==> config.mk <==
export PLATFORM = sky130hd
export DESIGN_NAME = commit_monitor_top
export DESIGN_NICKNAME = d
export VERILOG_FILES = /design/src/design/mon_pkg.sv /design/src/design/commit_if.sv /design/src/design/commit_normalize.sv /design/src/design/commit_classify.sv /design/src/design/segment_counter.sv /design/src/design/order_checker.sv /design/src/design/commit_monitor_top.sv
export VERILOG_INCLUDE_DIRS = /design/src /design/src/design
export SDC_FILE = /design/constraint.sdc
export NUM_CORES = 1
export LEC_CHECK = 0
export BUFFER_PORTS_ARGS = -buffer_cell sky130_fd_sc_hd__buf_2
export CELL_PAD_IN_SITES_DETAIL_PLACEMENT = 0
export CELL_PAD_IN_SITES_GLOBAL_PLACEMENT = 1
export CORE_UTILIZATION = 30
export CTS_BUF_LIST = sky130_fd_sc_hd__clkbuf_8
export DETAILED_ROUTE_END_ITERATION = 7
export PLACE_DENSITY = 0.62
export SYNTH_ARGS = -nofsm -noshare
export SYNTH_HDL_FRONTEND = slang
export SYNTH_SLANG_ARGS = --single-unit
==> constraint.sdc <==
create_clock -name itf -period 2.4 [get_ports itf]
set_input_delay 0 -clock itf [delete_from_list [all_inputs] [get_ports itf]]
set_output_delay 0 -clock itf [all_outputs]
set_load 0.02 [all_outputs]
==> src/design/mon_config.svh <==
`ifndef MON_CONFIG_SVH
`define MON_CONFIG_SVH

// Instruction words that end a program run
// beq x0, x0, 0
`define MON_HALT_INSN0 32'h00000063
// jal x0, 0
`define MON_HALT_INSN1 32'h0000006f
// slti x0, x0, -256
`define MON_HALT_INSN2 32'hF0002013

// Segment markers are slti to x0 with small immediates, so they have no side effect
`define MON_SEG_START_INSN 32'h00102013
`define MON_SEG_STOP_INSN  32'h00202013

// Width of the segment instruction and cycle counters
`define MON_COUNT_W 32

`endif

==> src/design/mon_pkg.sv <==
`default_nettype none

`include "mon_config.svh"

package mon_pkg;

    // Commit order number as reported by the core
    typedef logic [63:0] order_t;

    // Instruction, PC, data and address words
    typedef logic [31:0] word_t;

    typedef logic [4:0] reg_idx_t;

    typedef logic [`MON_COUNT_W-1:0] count_t;

    // Classification attached to each record by the second stage
    typedef enum logic [1:0] {
        TAG_PLAIN,
        TAG_HALT,
        TAG_SEG_START,
        TAG_SEG_STOP
    } commit_tag_e;

endpackage

`default_nettype wire

==> src/design/commit_if.sv <==
`timescale 1ns/1ns
`default_nettype none

interface commit_if;
    import mon_pkg::*;

    logic        valid;
    order_t      order;
    word_t       insn;
    word_t       pc;
    reg_idx_t    rd_addr;
    word_t       rd_wdata;
    word_t       mem_addr;
    commit_tag_e tag;

    modport src (
        output valid, order, insn, pc, rd_addr, rd_wdata, mem_addr, tag
    );

    modport snk (
        input valid, order, insn, pc, rd_addr, rd_wdata, mem_addr, tag
    );

endinterface

`default_nettype wire

==> src/design/commit_normalize.sv <==
`timescale 1ns/1ns
`default_nettype none

module commit_normalize (
    input  logic              itf,
    input  logic              arst_n,
    input  logic              commit_valid,
    input  mon_pkg::order_t   commit_order,
    input  mon_pkg::word_t    commit_insn,
    input  mon_pkg::word_t    commit_pc,
    input  mon_pkg::reg_idx_t commit_rd_addr,
    input  mon_pkg::word_t    commit_rd_wdata,
    input  mon_pkg::word_t    commit_mem_addr,
    commit_if.src             out
);
    import mon_pkg::*;

    always_ff @(posedge itf or negedge arst_n) begin
        if (!arst_n) begin
            out.valid <= 1'b0;
        end else begin
            out.valid <= commit_valid;
        end
    end

    always_ff @(posedge itf) begin
        out.order   <= commit_order;
        out.insn    <= commit_insn;
        out.pc      <= commit_pc;
        out.rd_addr <= commit_rd_addr;
        // A write to x0 is architecturally discarded, so report it as zero
        if (commit_rd_addr != '0) begin
            out.rd_wdata <= commit_rd_wdata;
        end else begin
            out.rd_wdata <= '0;
        end
        // Byte offset within the word is dropped
        out.mem_addr <= {commit_mem_addr[31:2], 2'b00};
    end

    // Classification happens in the next stage
    assign out.tag = TAG_PLAIN;

endmodule

`default_nettype wire

==> src/design/commit_classify.sv <==
`timescale 1ns/1ns
`default_nettype none

`include "mon_config.svh"

module commit_classify (
    input  logic  itf,
    input  logic  arst_n,
    commit_if.snk in,
    commit_if.src out
);
    import mon_pkg::*;

    commit_tag_e tag_next;

    always_comb begin
        tag_next = TAG_PLAIN;
        if (in.valid) begin
            if (in.insn == `MON_HALT_INSN0 ||
                in.insn == `MON_HALT_INSN1 ||
                in.insn == `MON_HALT_INSN2) begin
                tag_next = TAG_HALT;
            end else if (in.insn == `MON_SEG_START_INSN) begin
                tag_next = TAG_SEG_START;
            end else if (in.insn == `MON_SEG_STOP_INSN) begin
                tag_next = TAG_SEG_STOP;
            end
        end
    end

    always_ff @(posedge itf or negedge arst_n) begin
        if (!arst_n) begin
            out.valid <= 1'b0;
            out.tag   <= TAG_PLAIN;
        end else begin
            out.valid <= in.valid;
            out.tag   <= tag_next;
        end
    end

    always_ff @(posedge itf) begin
        out.order    <= in.order;
        out.insn     <= in.insn;
        out.pc       <= in.pc;
        out.rd_addr  <= in.rd_addr;
        out.rd_wdata <= in.rd_wdata;
        out.mem_addr <= in.mem_addr;
    end

endmodule

`default_nettype wire

==> src/design/segment_counter.sv <==
`timescale 1ns/1ns
`default_nettype none

module segment_counter (
    input  logic            itf,
    input  logic            arst_n,
    commit_if.snk           in,
    output logic            halted,
    output logic            seg_done,
    output mon_pkg::count_t seg_inst_count,
    output mon_pkg::count_t seg_cycle_count
);
    import mon_pkg::*;

    typedef enum logic {
        SEG_IDLE,
        SEG_RUN
    } seg_state_e;

    seg_state_e state;
    count_t     inst_cnt;
    count_t     cycle_cnt;
    logic       is_start;
    logic       is_stop;

    assign is_start = in.valid && (in.tag == TAG_SEG_START);
    assign is_stop  = in.valid && (in.tag == TAG_SEG_STOP);

    always_ff @(posedge itf or negedge arst_n) begin
        if (!arst_n) begin
            state           <= SEG_IDLE;
            inst_cnt        <= '0;
            cycle_cnt       <= '0;
            seg_done        <= 1'b0;
            seg_inst_count  <= '0;
            seg_cycle_count <= '0;
            halted          <= 1'b0;
        end else begin
            seg_done <= 1'b0;
            if (in.valid && in.tag == TAG_HALT) begin
                halted <= 1'b1;
            end
            // A start marker restarts the segment from any state
            if (is_start) begin
                state     <= SEG_RUN;
                inst_cnt  <= '0;
                cycle_cnt <= '0;
            end else begin
                case (state)
                    SEG_IDLE: begin
                        state <= SEG_IDLE;
                    end
                    SEG_RUN: begin
                        cycle_cnt <= cycle_cnt + count_t'(1);
                        if (in.valid) begin
                            inst_cnt <= inst_cnt + count_t'(1);
                        end
                        // The stop marker itself is counted in both totals
                        if (is_stop) begin
                            seg_inst_count  <= inst_cnt + count_t'(1);
                            seg_cycle_count <= cycle_cnt + count_t'(1);
                            seg_done        <= 1'b1;
                            state           <= SEG_IDLE;
                        end
                    end
                    default: state <= SEG_IDLE;
                endcase
            end
        end
    end

endmodule

`default_nettype wire

==> src/design/order_checker.sv <==
`timescale 1ns/1ns
`default_nettype none

module order_checker (
    input  logic  itf,
    input  logic  arst_n,
    commit_if.snk in,
    output logic  order_error
);
    import mon_pkg::*;

    order_t expected_order;

    always_ff @(posedge itf or negedge arst_n) begin
        if (!arst_n) begin
            expected_order <= '0;
            order_error    <= 1'b0;
        end else if (in.valid) begin
            if (in.order != expected_order) begin
                order_error <= 1'b1;
            end
            // Resynchronize on the observed order so one gap is flagged only once
            expected_order <= in.order + order_t'(1);
        end
    end

endmodule

`default_nettype wire

==> src/design/commit_monitor_top.sv <==
`timescale 1ns/1ns
`default_nettype none

module commit_monitor_top (
    input  logic              itf,
    input  logic              arst_n,
    input  logic              commit_valid,
    input  mon_pkg::order_t   commit_order,
    input  mon_pkg::word_t    commit_insn,
    input  mon_pkg::word_t    commit_pc,
    input  mon_pkg::reg_idx_t commit_rd_addr,
    input  mon_pkg::word_t    commit_rd_wdata,
    input  mon_pkg::word_t    commit_mem_addr,
    output logic              trace_valid,
    output mon_pkg::order_t   trace_order,
    output mon_pkg::word_t    trace_pc,
    output mon_pkg::reg_idx_t trace_rd_addr,
    output mon_pkg::word_t    trace_rd_wdata,
    output mon_pkg::word_t    trace_mem_addr,
    output logic              halted,
    output logic              seg_done,
    output mon_pkg::count_t   seg_inst_count,
    output mon_pkg::count_t   seg_cycle_count,
    output logic              order_error
);

    commit_if norm_bus ();
    commit_if class_bus ();

    commit_normalize u_normalize (
        .itf             (itf),
        .arst_n          (arst_n),
        .commit_valid    (commit_valid),
        .commit_order    (commit_order),
        .commit_insn     (commit_insn),
        .commit_pc       (commit_pc),
        .commit_rd_addr  (commit_rd_addr),
        .commit_rd_wdata (commit_rd_wdata),
        .commit_mem_addr (commit_mem_addr),
        .out             (norm_bus.src)
    );

    commit_classify u_classify (
        .itf    (itf),
        .arst_n (arst_n),
        .in     (norm_bus.snk),
        .out    (class_bus.src)
    );

    segment_counter u_segment_counter (
        .itf             (itf),
        .arst_n          (arst_n),
        .in              (class_bus.snk),
        .halted          (halted),
        .seg_done        (seg_done),
        .seg_inst_count  (seg_inst_count),
        .seg_cycle_count (seg_cycle_count)
    );

    order_checker u_order_checker (
        .itf         (itf),
        .arst_n      (arst_n),
        .in          (class_bus.snk),
        .order_error (order_error)
    );

    // Normalized trace leaves from the classified stage, two cycles after input
    assign trace_valid    = class_bus.valid;
    assign trace_order    = class_bus.order;
    assign trace_pc       = class_bus.pc;
    assign trace_rd_addr  = class_bus.rd_addr;
    assign trace_rd_wdata = class_bus.rd_wdata;
    assign trace_mem_addr = class_bus.mem_addr;

endmodule

`default_nettype wire

==> impl_metrics.env, run 1 <==
export IMPL_antenna_left=0
export IMPL_final_area_um2=28100
export IMPL_relSlewSlack_pct=64.5
export IMPL_powerDensity_nw_per_um2=749
export IMPL_ir_drop_v=0.000594
export IMPL_rows=90
export IMPL_cts_tree="built"
export IMPL_critPathTopFamily="simple AND/OR/NAND/NOR gates"
export IMPL_cp_max_fo=7
export IMPL_syn_cell_area_um2=18600
export IMPL_seqPwrFrac_pct=47.4
export IMPL_status="finished clean"
export IMPL_fp_dieArea_um2=62800
export IMPL_avgSynthCellArea_um2=11.3
export IMPL_drv_cap=0
export IMPL_routedWlPerCell_um=16.4
export IMPL_num_vias=15252
export IMPL_r2r_slack_ps=130
export IMPL_r2r_start="u_classify.out.order[34]"
export IMPL_hold_end="u_normalize.out.rd_wdata[18]"
export IMPL_worstSetupEndpointType="register"
export IMPL_layout_drive_gt1_share_pct=26.5
export IMPL_drv_slew=0
export IMPL_drtPass1Iterations=5
export IMPL_r2r_end="u_order_checker.expected_order[59]"
export IMPL_cts_clk_slew_worst_paths_ps=70
export IMPL_antenna_found_initial=1
export IMPL_hold_violations=0
export IMPL_routed_wl_um=56100
export IMPL_grt_max_degree=64
export IMPL_min_period_ps=2270
export IMPL_ys_types=56
export IMPL_cts_sinks=558
export IMPL_p_sw_share_pct=24.0
export IMPL_grt_usage_pct=17.6
export IMPL_io_pins=433
export IMPL_period_share_pct=94.7
export IMPL_drtIter0Drc=707
export IMPL_cp_arrival_ps=2870
export IMPL_drc=0
export IMPL_path_cells="nand4_4 -> or4_4 -> nor4_1 -> or4b_1 -> a31oi_1"
export IMPL_die_h_um=251
export IMPL_cp_start_kind="register"
export IMPL_root_buffer="clkbuf_8"
export IMPL_via_per_inst=4.46
export IMPL_cp_num_buf_inv=0
export IMPL_synth_edff_count=0
export IMPL_synth_area_leaders="dfxtp_1 39%, dfrtp_1 27%, xnor2_1 5.1%"
export IMPL_setup_viol=0
export IMPL_p_sw_uw=5040
export IMPL_fmax_mhz=440
export IMPL_syn_inst=1644
export IMPL_synth_seq_cells=558
export IMPL_yosys_warnings=0
export IMPL_crit_slowest_cell="or4_4"
export IMPL_hp_start="commit_rd_wdata[18]"
export IMPL_finalSetupTns_ps=0
export IMPL_synthArstFlopShare_pct=35.8
export IMPL_dpl_hpwl_um=36500
export IMPL_placement_io_buffers=428
export IMPL_antenna_cells=0
export IMPL_coreArea_um2=60700
export IMPL_placed_cell_area_um2=22100
export IMPL_initial_core_util_pct=30.6
export IMPL_ys_seq_area_share_pct=65.6
export IMPL_finClkSkew_ps=38.2
export IMPL_clk_path_buf_depth=3
export IMPL_cp_required_ps=3000
export IMPL_synth_top_area_share_pct=38.6
export IMPL_p_clk_share_pct=44.6
export IMPL_cts_buffers=92
export IMPL_grt_overflow_total=0
export IMPL_worstSetupPathType="reg -> reg"
export IMPL_nets=2769
export IMPL_synth_main_ff_cell="dfxtp_1"
export IMPL_worstMarginPinSlew_ps=527
export IMPL_fin_util_pct=46.3
export IMPL_whs_path_depth=3
export IMPL_grt_pass1_wl_um=86800
export IMPL_p_int_uw=16000
export IMPL_rsz0062_at_grt="false"
export IMPL_leakage_uw=0.0124
export IMPL_reg2reg_depth=5
export IMPL_place_congestion=0.829
export IMPL_max_stage_delay_ps=570
export IMPL_area_growth_pct=51.4
export IMPL_grt_pass1_vias=15750
export IMPL_worstSkewPairLatency_ps=680
export IMPL_die_w_um=251
export IMPL_combPwrFrac_pct=8.0
export IMPL_yosys_area_top_type="dfxtp_1"
export IMPL_htreeDepth=3
export IMPL_hp_class="in -> reg"
export IMPL_timing_hold_ws_ps=58.7
## final cells by class
class	instances	area [um2]
timing repair buffer	904	6740
fill	5537	32600
tap	782	978
clock buffer	121	1670
multi-input combinational	991	5990
clock inverter	48	467
inverter	19	71.3
sequential	558	12200
## power by group through the flow
stage | Sequential [uW] | Combinational [uW] | Clock, uW
4_1_cts | 9950 | 1680 | 9650
2_1_floorplan | 10300 | 345 | 0
3_5_place_dp | 10100 | 1190 | 0
6_report | 9960 | 1680 | 9380
3_3_place_gp | 10100 | 1190 | 0
5_1_grt | 10000 | 1820 | 10100
## worst reg2reg max path: stages (launching register included)
cell,delay (ps)
dfxtp_1,370
nand4_4,160
or4_4,570
nor4_1,420
or4b_1,480
a31oi_1,180
## routing by layer
layer / share of wire [%] / GRT usage [%] / up-vias
li1: - / - / 7506
met1: 41 / 20.6 / 7209
met5: 0 / 0 / -
met4: 2.5 / 5.82 / 0
met2: 50 / 30.7 / 435
met3: 6.6 / 5.27 / 102
## registers in the layout, indices dropped and copies added, names as in the netlist, 2 cells and up
signal,flops
u_classify.out.order,64
u_segment_counter.seg_inst_count,32
u_classify.out.rd_wdata,32
u_classify.out.mem_addr,30
u_segment_counter.cycle_cnt,32
u_classify.out.tag,2
u_segment_counter.inst_cnt,32
u_segment_counter.seg_cycle_count,32
u_normalize.out.mem_addr,30
u_normalize.out.rd_addr,5
u_normalize.out.rd_wdata,32
u_normalize.out.order,64
u_order_checker.expected_order,64
u_normalize.out.insn,32
u_classify.out.rd_addr,5
u_classify.out.pc,32
u_normalize.out.pc,32
## cell usage in the layout (no fill, tap or decap), types with 67 or more instances in the layout
cell and n:
buf_2 427, dlygate4sd3_1 377, dfxtp_1 358, dfrtp_1 199, nand2_1 127, clkbuf_8 122, nor2_1 109, xnor2_1 108
o21ai_0 106, buf_4 94, xor2_1 78, nand3_1 69, nand4_1 67
## cells in the mapped netlist (all sizes together) (2+ instances only)
library cell  instances
and3                 21
or2                   4
mux2i                 5
and2                 16
ha                    3
nor4b                 2
o31ai                23
or4                  16
o21ai               107
xor2                 78
nand2b                5
a21o                  2
nor3                 17
dfxtp               358
inv                  19
dfrtp               200
nand4                69
a31oi                33
a21oi                62
clkbuf               65
o21a                  2
nor2b                32
a22o                  2
buf                  12
nand3                70
or3                  25
or4b                  3
nor4                 28
nor2                112
and4                  8
nand3b                2
nand2               127
xnor2               108
## kinds of logic after synthesis
group,share of synthesized area (%)
AND/OR/NAND/NOR,15.8
AO/OA/AOI/OAI,7.04
other,0.0202
buffers and inverters,2.19
flip-flops,65.6
adder cells (fa/ha/maj),0.202
multiplexers,0.331
XOR/XNOR,8.78
## what timing repair did
action	CTS	global route
endpoints found under the hold margin	396	0
setup buffers	0	1
setup endpoints to repair	0	3
gates resized for setup	0	1
hold buffers	378	0
## worst max-delay path by stage
stage | from | end | depth (start not counted) | slack [ps]
finish | u_classify.out.order[34] | u_order_checker.expected_order[59] | 5 | 130
CTS | u_classify.out.order[19] | u_order_checker.expected_order[63] | 7 | 80
global placement | u_classify.out.order[18] | u_order_checker.expected_order[63] | 7 | 170
global route | u_classify.out.order[44] | u_order_checker.expected_order[61] | 5 | 3
floorplan | u_classify.out.order[33] | u_order_checker.expected_order[55] | 6 | 80
detailed placement | u_classify.out.order[19] | u_order_checker.expected_order[63] | 7 | 80
## through the flow
stage               std cells  setup WS [ps]  total power, uW
floorplan                1645           83.2            10700
global placement         2875            166            11300
detailed placement       2875           83.5            11300
CTS                      3422           84.1            21300
global route             3423           2.94            21900
finish                   3423            127            21000
Power figures use the tool's default switching activity.
==> run 2, diff against run 1 <==
--- a/config.mk
+++ b/config.mk
@@ -12,6 +12,7 @@
 export CORE_UTILIZATION = 30
 export CTS_BUF_LIST = sky130_fd_sc_hd__clkbuf_8
 export DETAILED_ROUTE_END_ITERATION = 7
+export MAX_ROUTING_LAYER = met4
 export PLACE_DENSITY = 0.62
 export SYNTH_ARGS = -nofsm -noshare
 export SYNTH_HDL_FRONTEND = slang
==> impl_metrics.env, run 2 (synthesis results as in run 1) <==
export IMPL_status="finished clean"
export IMPL_leakage_uw=0.0124
export IMPL_via_per_inst=4.45
export IMPL_htreeDepth=3
export IMPL_setup_viol=0
export IMPL_dp_worst_setup_slack_ps=83.5
export IMPL_num_vias=15239
export IMPL_worstSetupPathType="reg -> reg"
export IMPL_rows=90
export IMPL_nets=2769
export IMPL_cts_clk_slew_worst_paths_ps=70
export IMPL_antenna_left=0
export IMPL_whs_path_depth=3
export IMPL_finClkSkew_ps=37.7
export IMPL_path_cells="nand4_4 -> or4_4 -> or2_0 -> or4_1 -> a31oi_1"
export IMPL_fp_dieArea_um2=62800
export IMPL_cp_required_ps=3020
export IMPL_crit_slowest_cell="or4_4"
export IMPL_layout_drive_gt1_share_pct=26.6
export IMPL_clk_path_buf_depth=3
export IMPL_routed_wl_um=56200
export IMPL_io_pins=433
export IMPL_dpl_hpwl_um=36500
export IMPL_cp_max_fo=10
export IMPL_hp_class="in -> reg"
export IMPL_cp_arrival_ps=2860
export IMPL_routedWlPerCell_um=16.4
export IMPL_worstMarginPinSlew_ps=525
export IMPL_cts_sinks=558
export IMPL_drc=0
export IMPL_placement_io_buffers=428
export IMPL_reg2reg_depth=5
export IMPL_initial_core_util_pct=30.6
export IMPL_period_share_pct=93.4
export IMPL_antenna_found_initial=1
export IMPL_grt_overflow_total=0
export IMPL_top_regs="u_classify.out.order x64, u_normalize.out.order x64, u_order_checker.expected_order x64"
export IMPL_relSlewSlack_pct=64.7
export IMPL_grt_usage_pct=18.2
export IMPL_die_h_um=251
export IMPL_fmax_mhz=446
export IMPL_final_common_cell="buf_2"
export IMPL_root_buffer="clkbuf_8"
export IMPL_place_congestion=0.841
export IMPL_ir_drop_v=0.000592
export IMPL_grt_pass1_vias=15768
export IMPL_timing_hold_ws_ps=60.8
export IMPL_worstSkewPairLatency_ps=690
export IMPL_drv_cap=0
export IMPL_final_area_um2=28100
export IMPL_final_cell_mix="427 x buf_2, 377 x dlygate4sd3_1, 358 x dfxtp_1"
export IMPL_antenna_cells=0
export IMPL_grt_max_degree=64
export IMPL_min_period_ps=2240
export IMPL_cts_buffers=92
export IMPL_placed_cell_area_um2=22100
export IMPL_finalSetupTns_ps=0
export IMPL_worstSetupEndpointType="register"
export IMPL_coreArea_um2=60700
export IMPL_drtPass1Iterations=5
export IMPL_max_stage_delay_ps=580
export IMPL_grt_pass1_wl_um=86700
export IMPL_cts_tree="built"
export IMPL_drtIter0Drc=761
export IMPL_powerDensity_nw_per_um2=749
export IMPL_cp_start_kind="register"
export IMPL_area_growth_pct=51.4
export IMPL_die_w_um=251
export IMPL_setup_slack_ps=157
export IMPL_fin_util_pct=46.3
export IMPL_drv_slew=0
export IMPL_rsz0062_at_grt="false"
export IMPL_hold_violations=0
run 2: changes by cell type in the layout (fill, tap and decap cells not counted):
cell	before	now
nor4_2	1	2
nor4_1	25	24
run 2: stage by stage:
step | total power, uW | cells
floorplan | 10700 | 1645
global placement | 11300 | 2875
detailed placement | 11300 | 2875
CTS | 21300 | 3422
global route | 21900 | 3423
finish | 21000 | 3423
run 2: layout make-up:
cell class,instances,area [um2]
Clock inverter,48,467
Tap cell,782,978
Inverter,19,71.3
Timing Repair Buffer,904,6740
Fill cell,5537,32600
Multi-Input combinational cell,991,5990
Sequential cell,558,12200
Clock buffer,121,1670
run 2: layer usage:
metal	GRT usage, %	vias to the layer above	wire length [um]
li1	-	7504	-
met1	20.8	7200	23600
met2	30.6	427	27900
met3	5.05	108	3400
met4	5.84	0	1370
met5	-	-	0
run 2: power breakdown:
part,internal [uW],total (uW),leakage [uW],switching (uW)
combinational,887,1680,0.00556,798
clock,5350,9380,0.00117,4030
sequential,9750,9960,0.00563,212
run 2: timing repair:
action / CTS / global route
hold endpoints to repair: 396 / 0
resized for setup: 0 / 2
setup buffers: 0 / 1
hold buffers: 378 / 0
setup endpoints to repair: 0 / 6
run 2: path summary, 6_finish.rpt:
kind / startpoint / endpoint / slack (ps)
worst max-delay path: u_classify.out.order[34] / u_order_checker.expected_order[55] / 160
worst min register to register: u_normalize.out.mem_addr[10] / u_classify.out.mem_addr[10] / 310
max in group asynchronous: arst_n / u_classify.out.valid / 1480
min in group asynchronous: arst_n / u_segment_counter.cycle_cnt[19] / 550
worst min-delay path: commit_rd_wdata[18] / u_normalize.out.rd_wdata[18] / 60
worst max register to register: u_classify.out.order[34] / u_order_checker.expected_order[55] / 160
run 2: worst max-delay path, delay by kind of cell (launching register included):
family | cells | cell delay [ps]
AOI/OAI and AO/OA | 1 | 170
DFF | 1 | 370
and+or+nand+nor | 4 | 1640
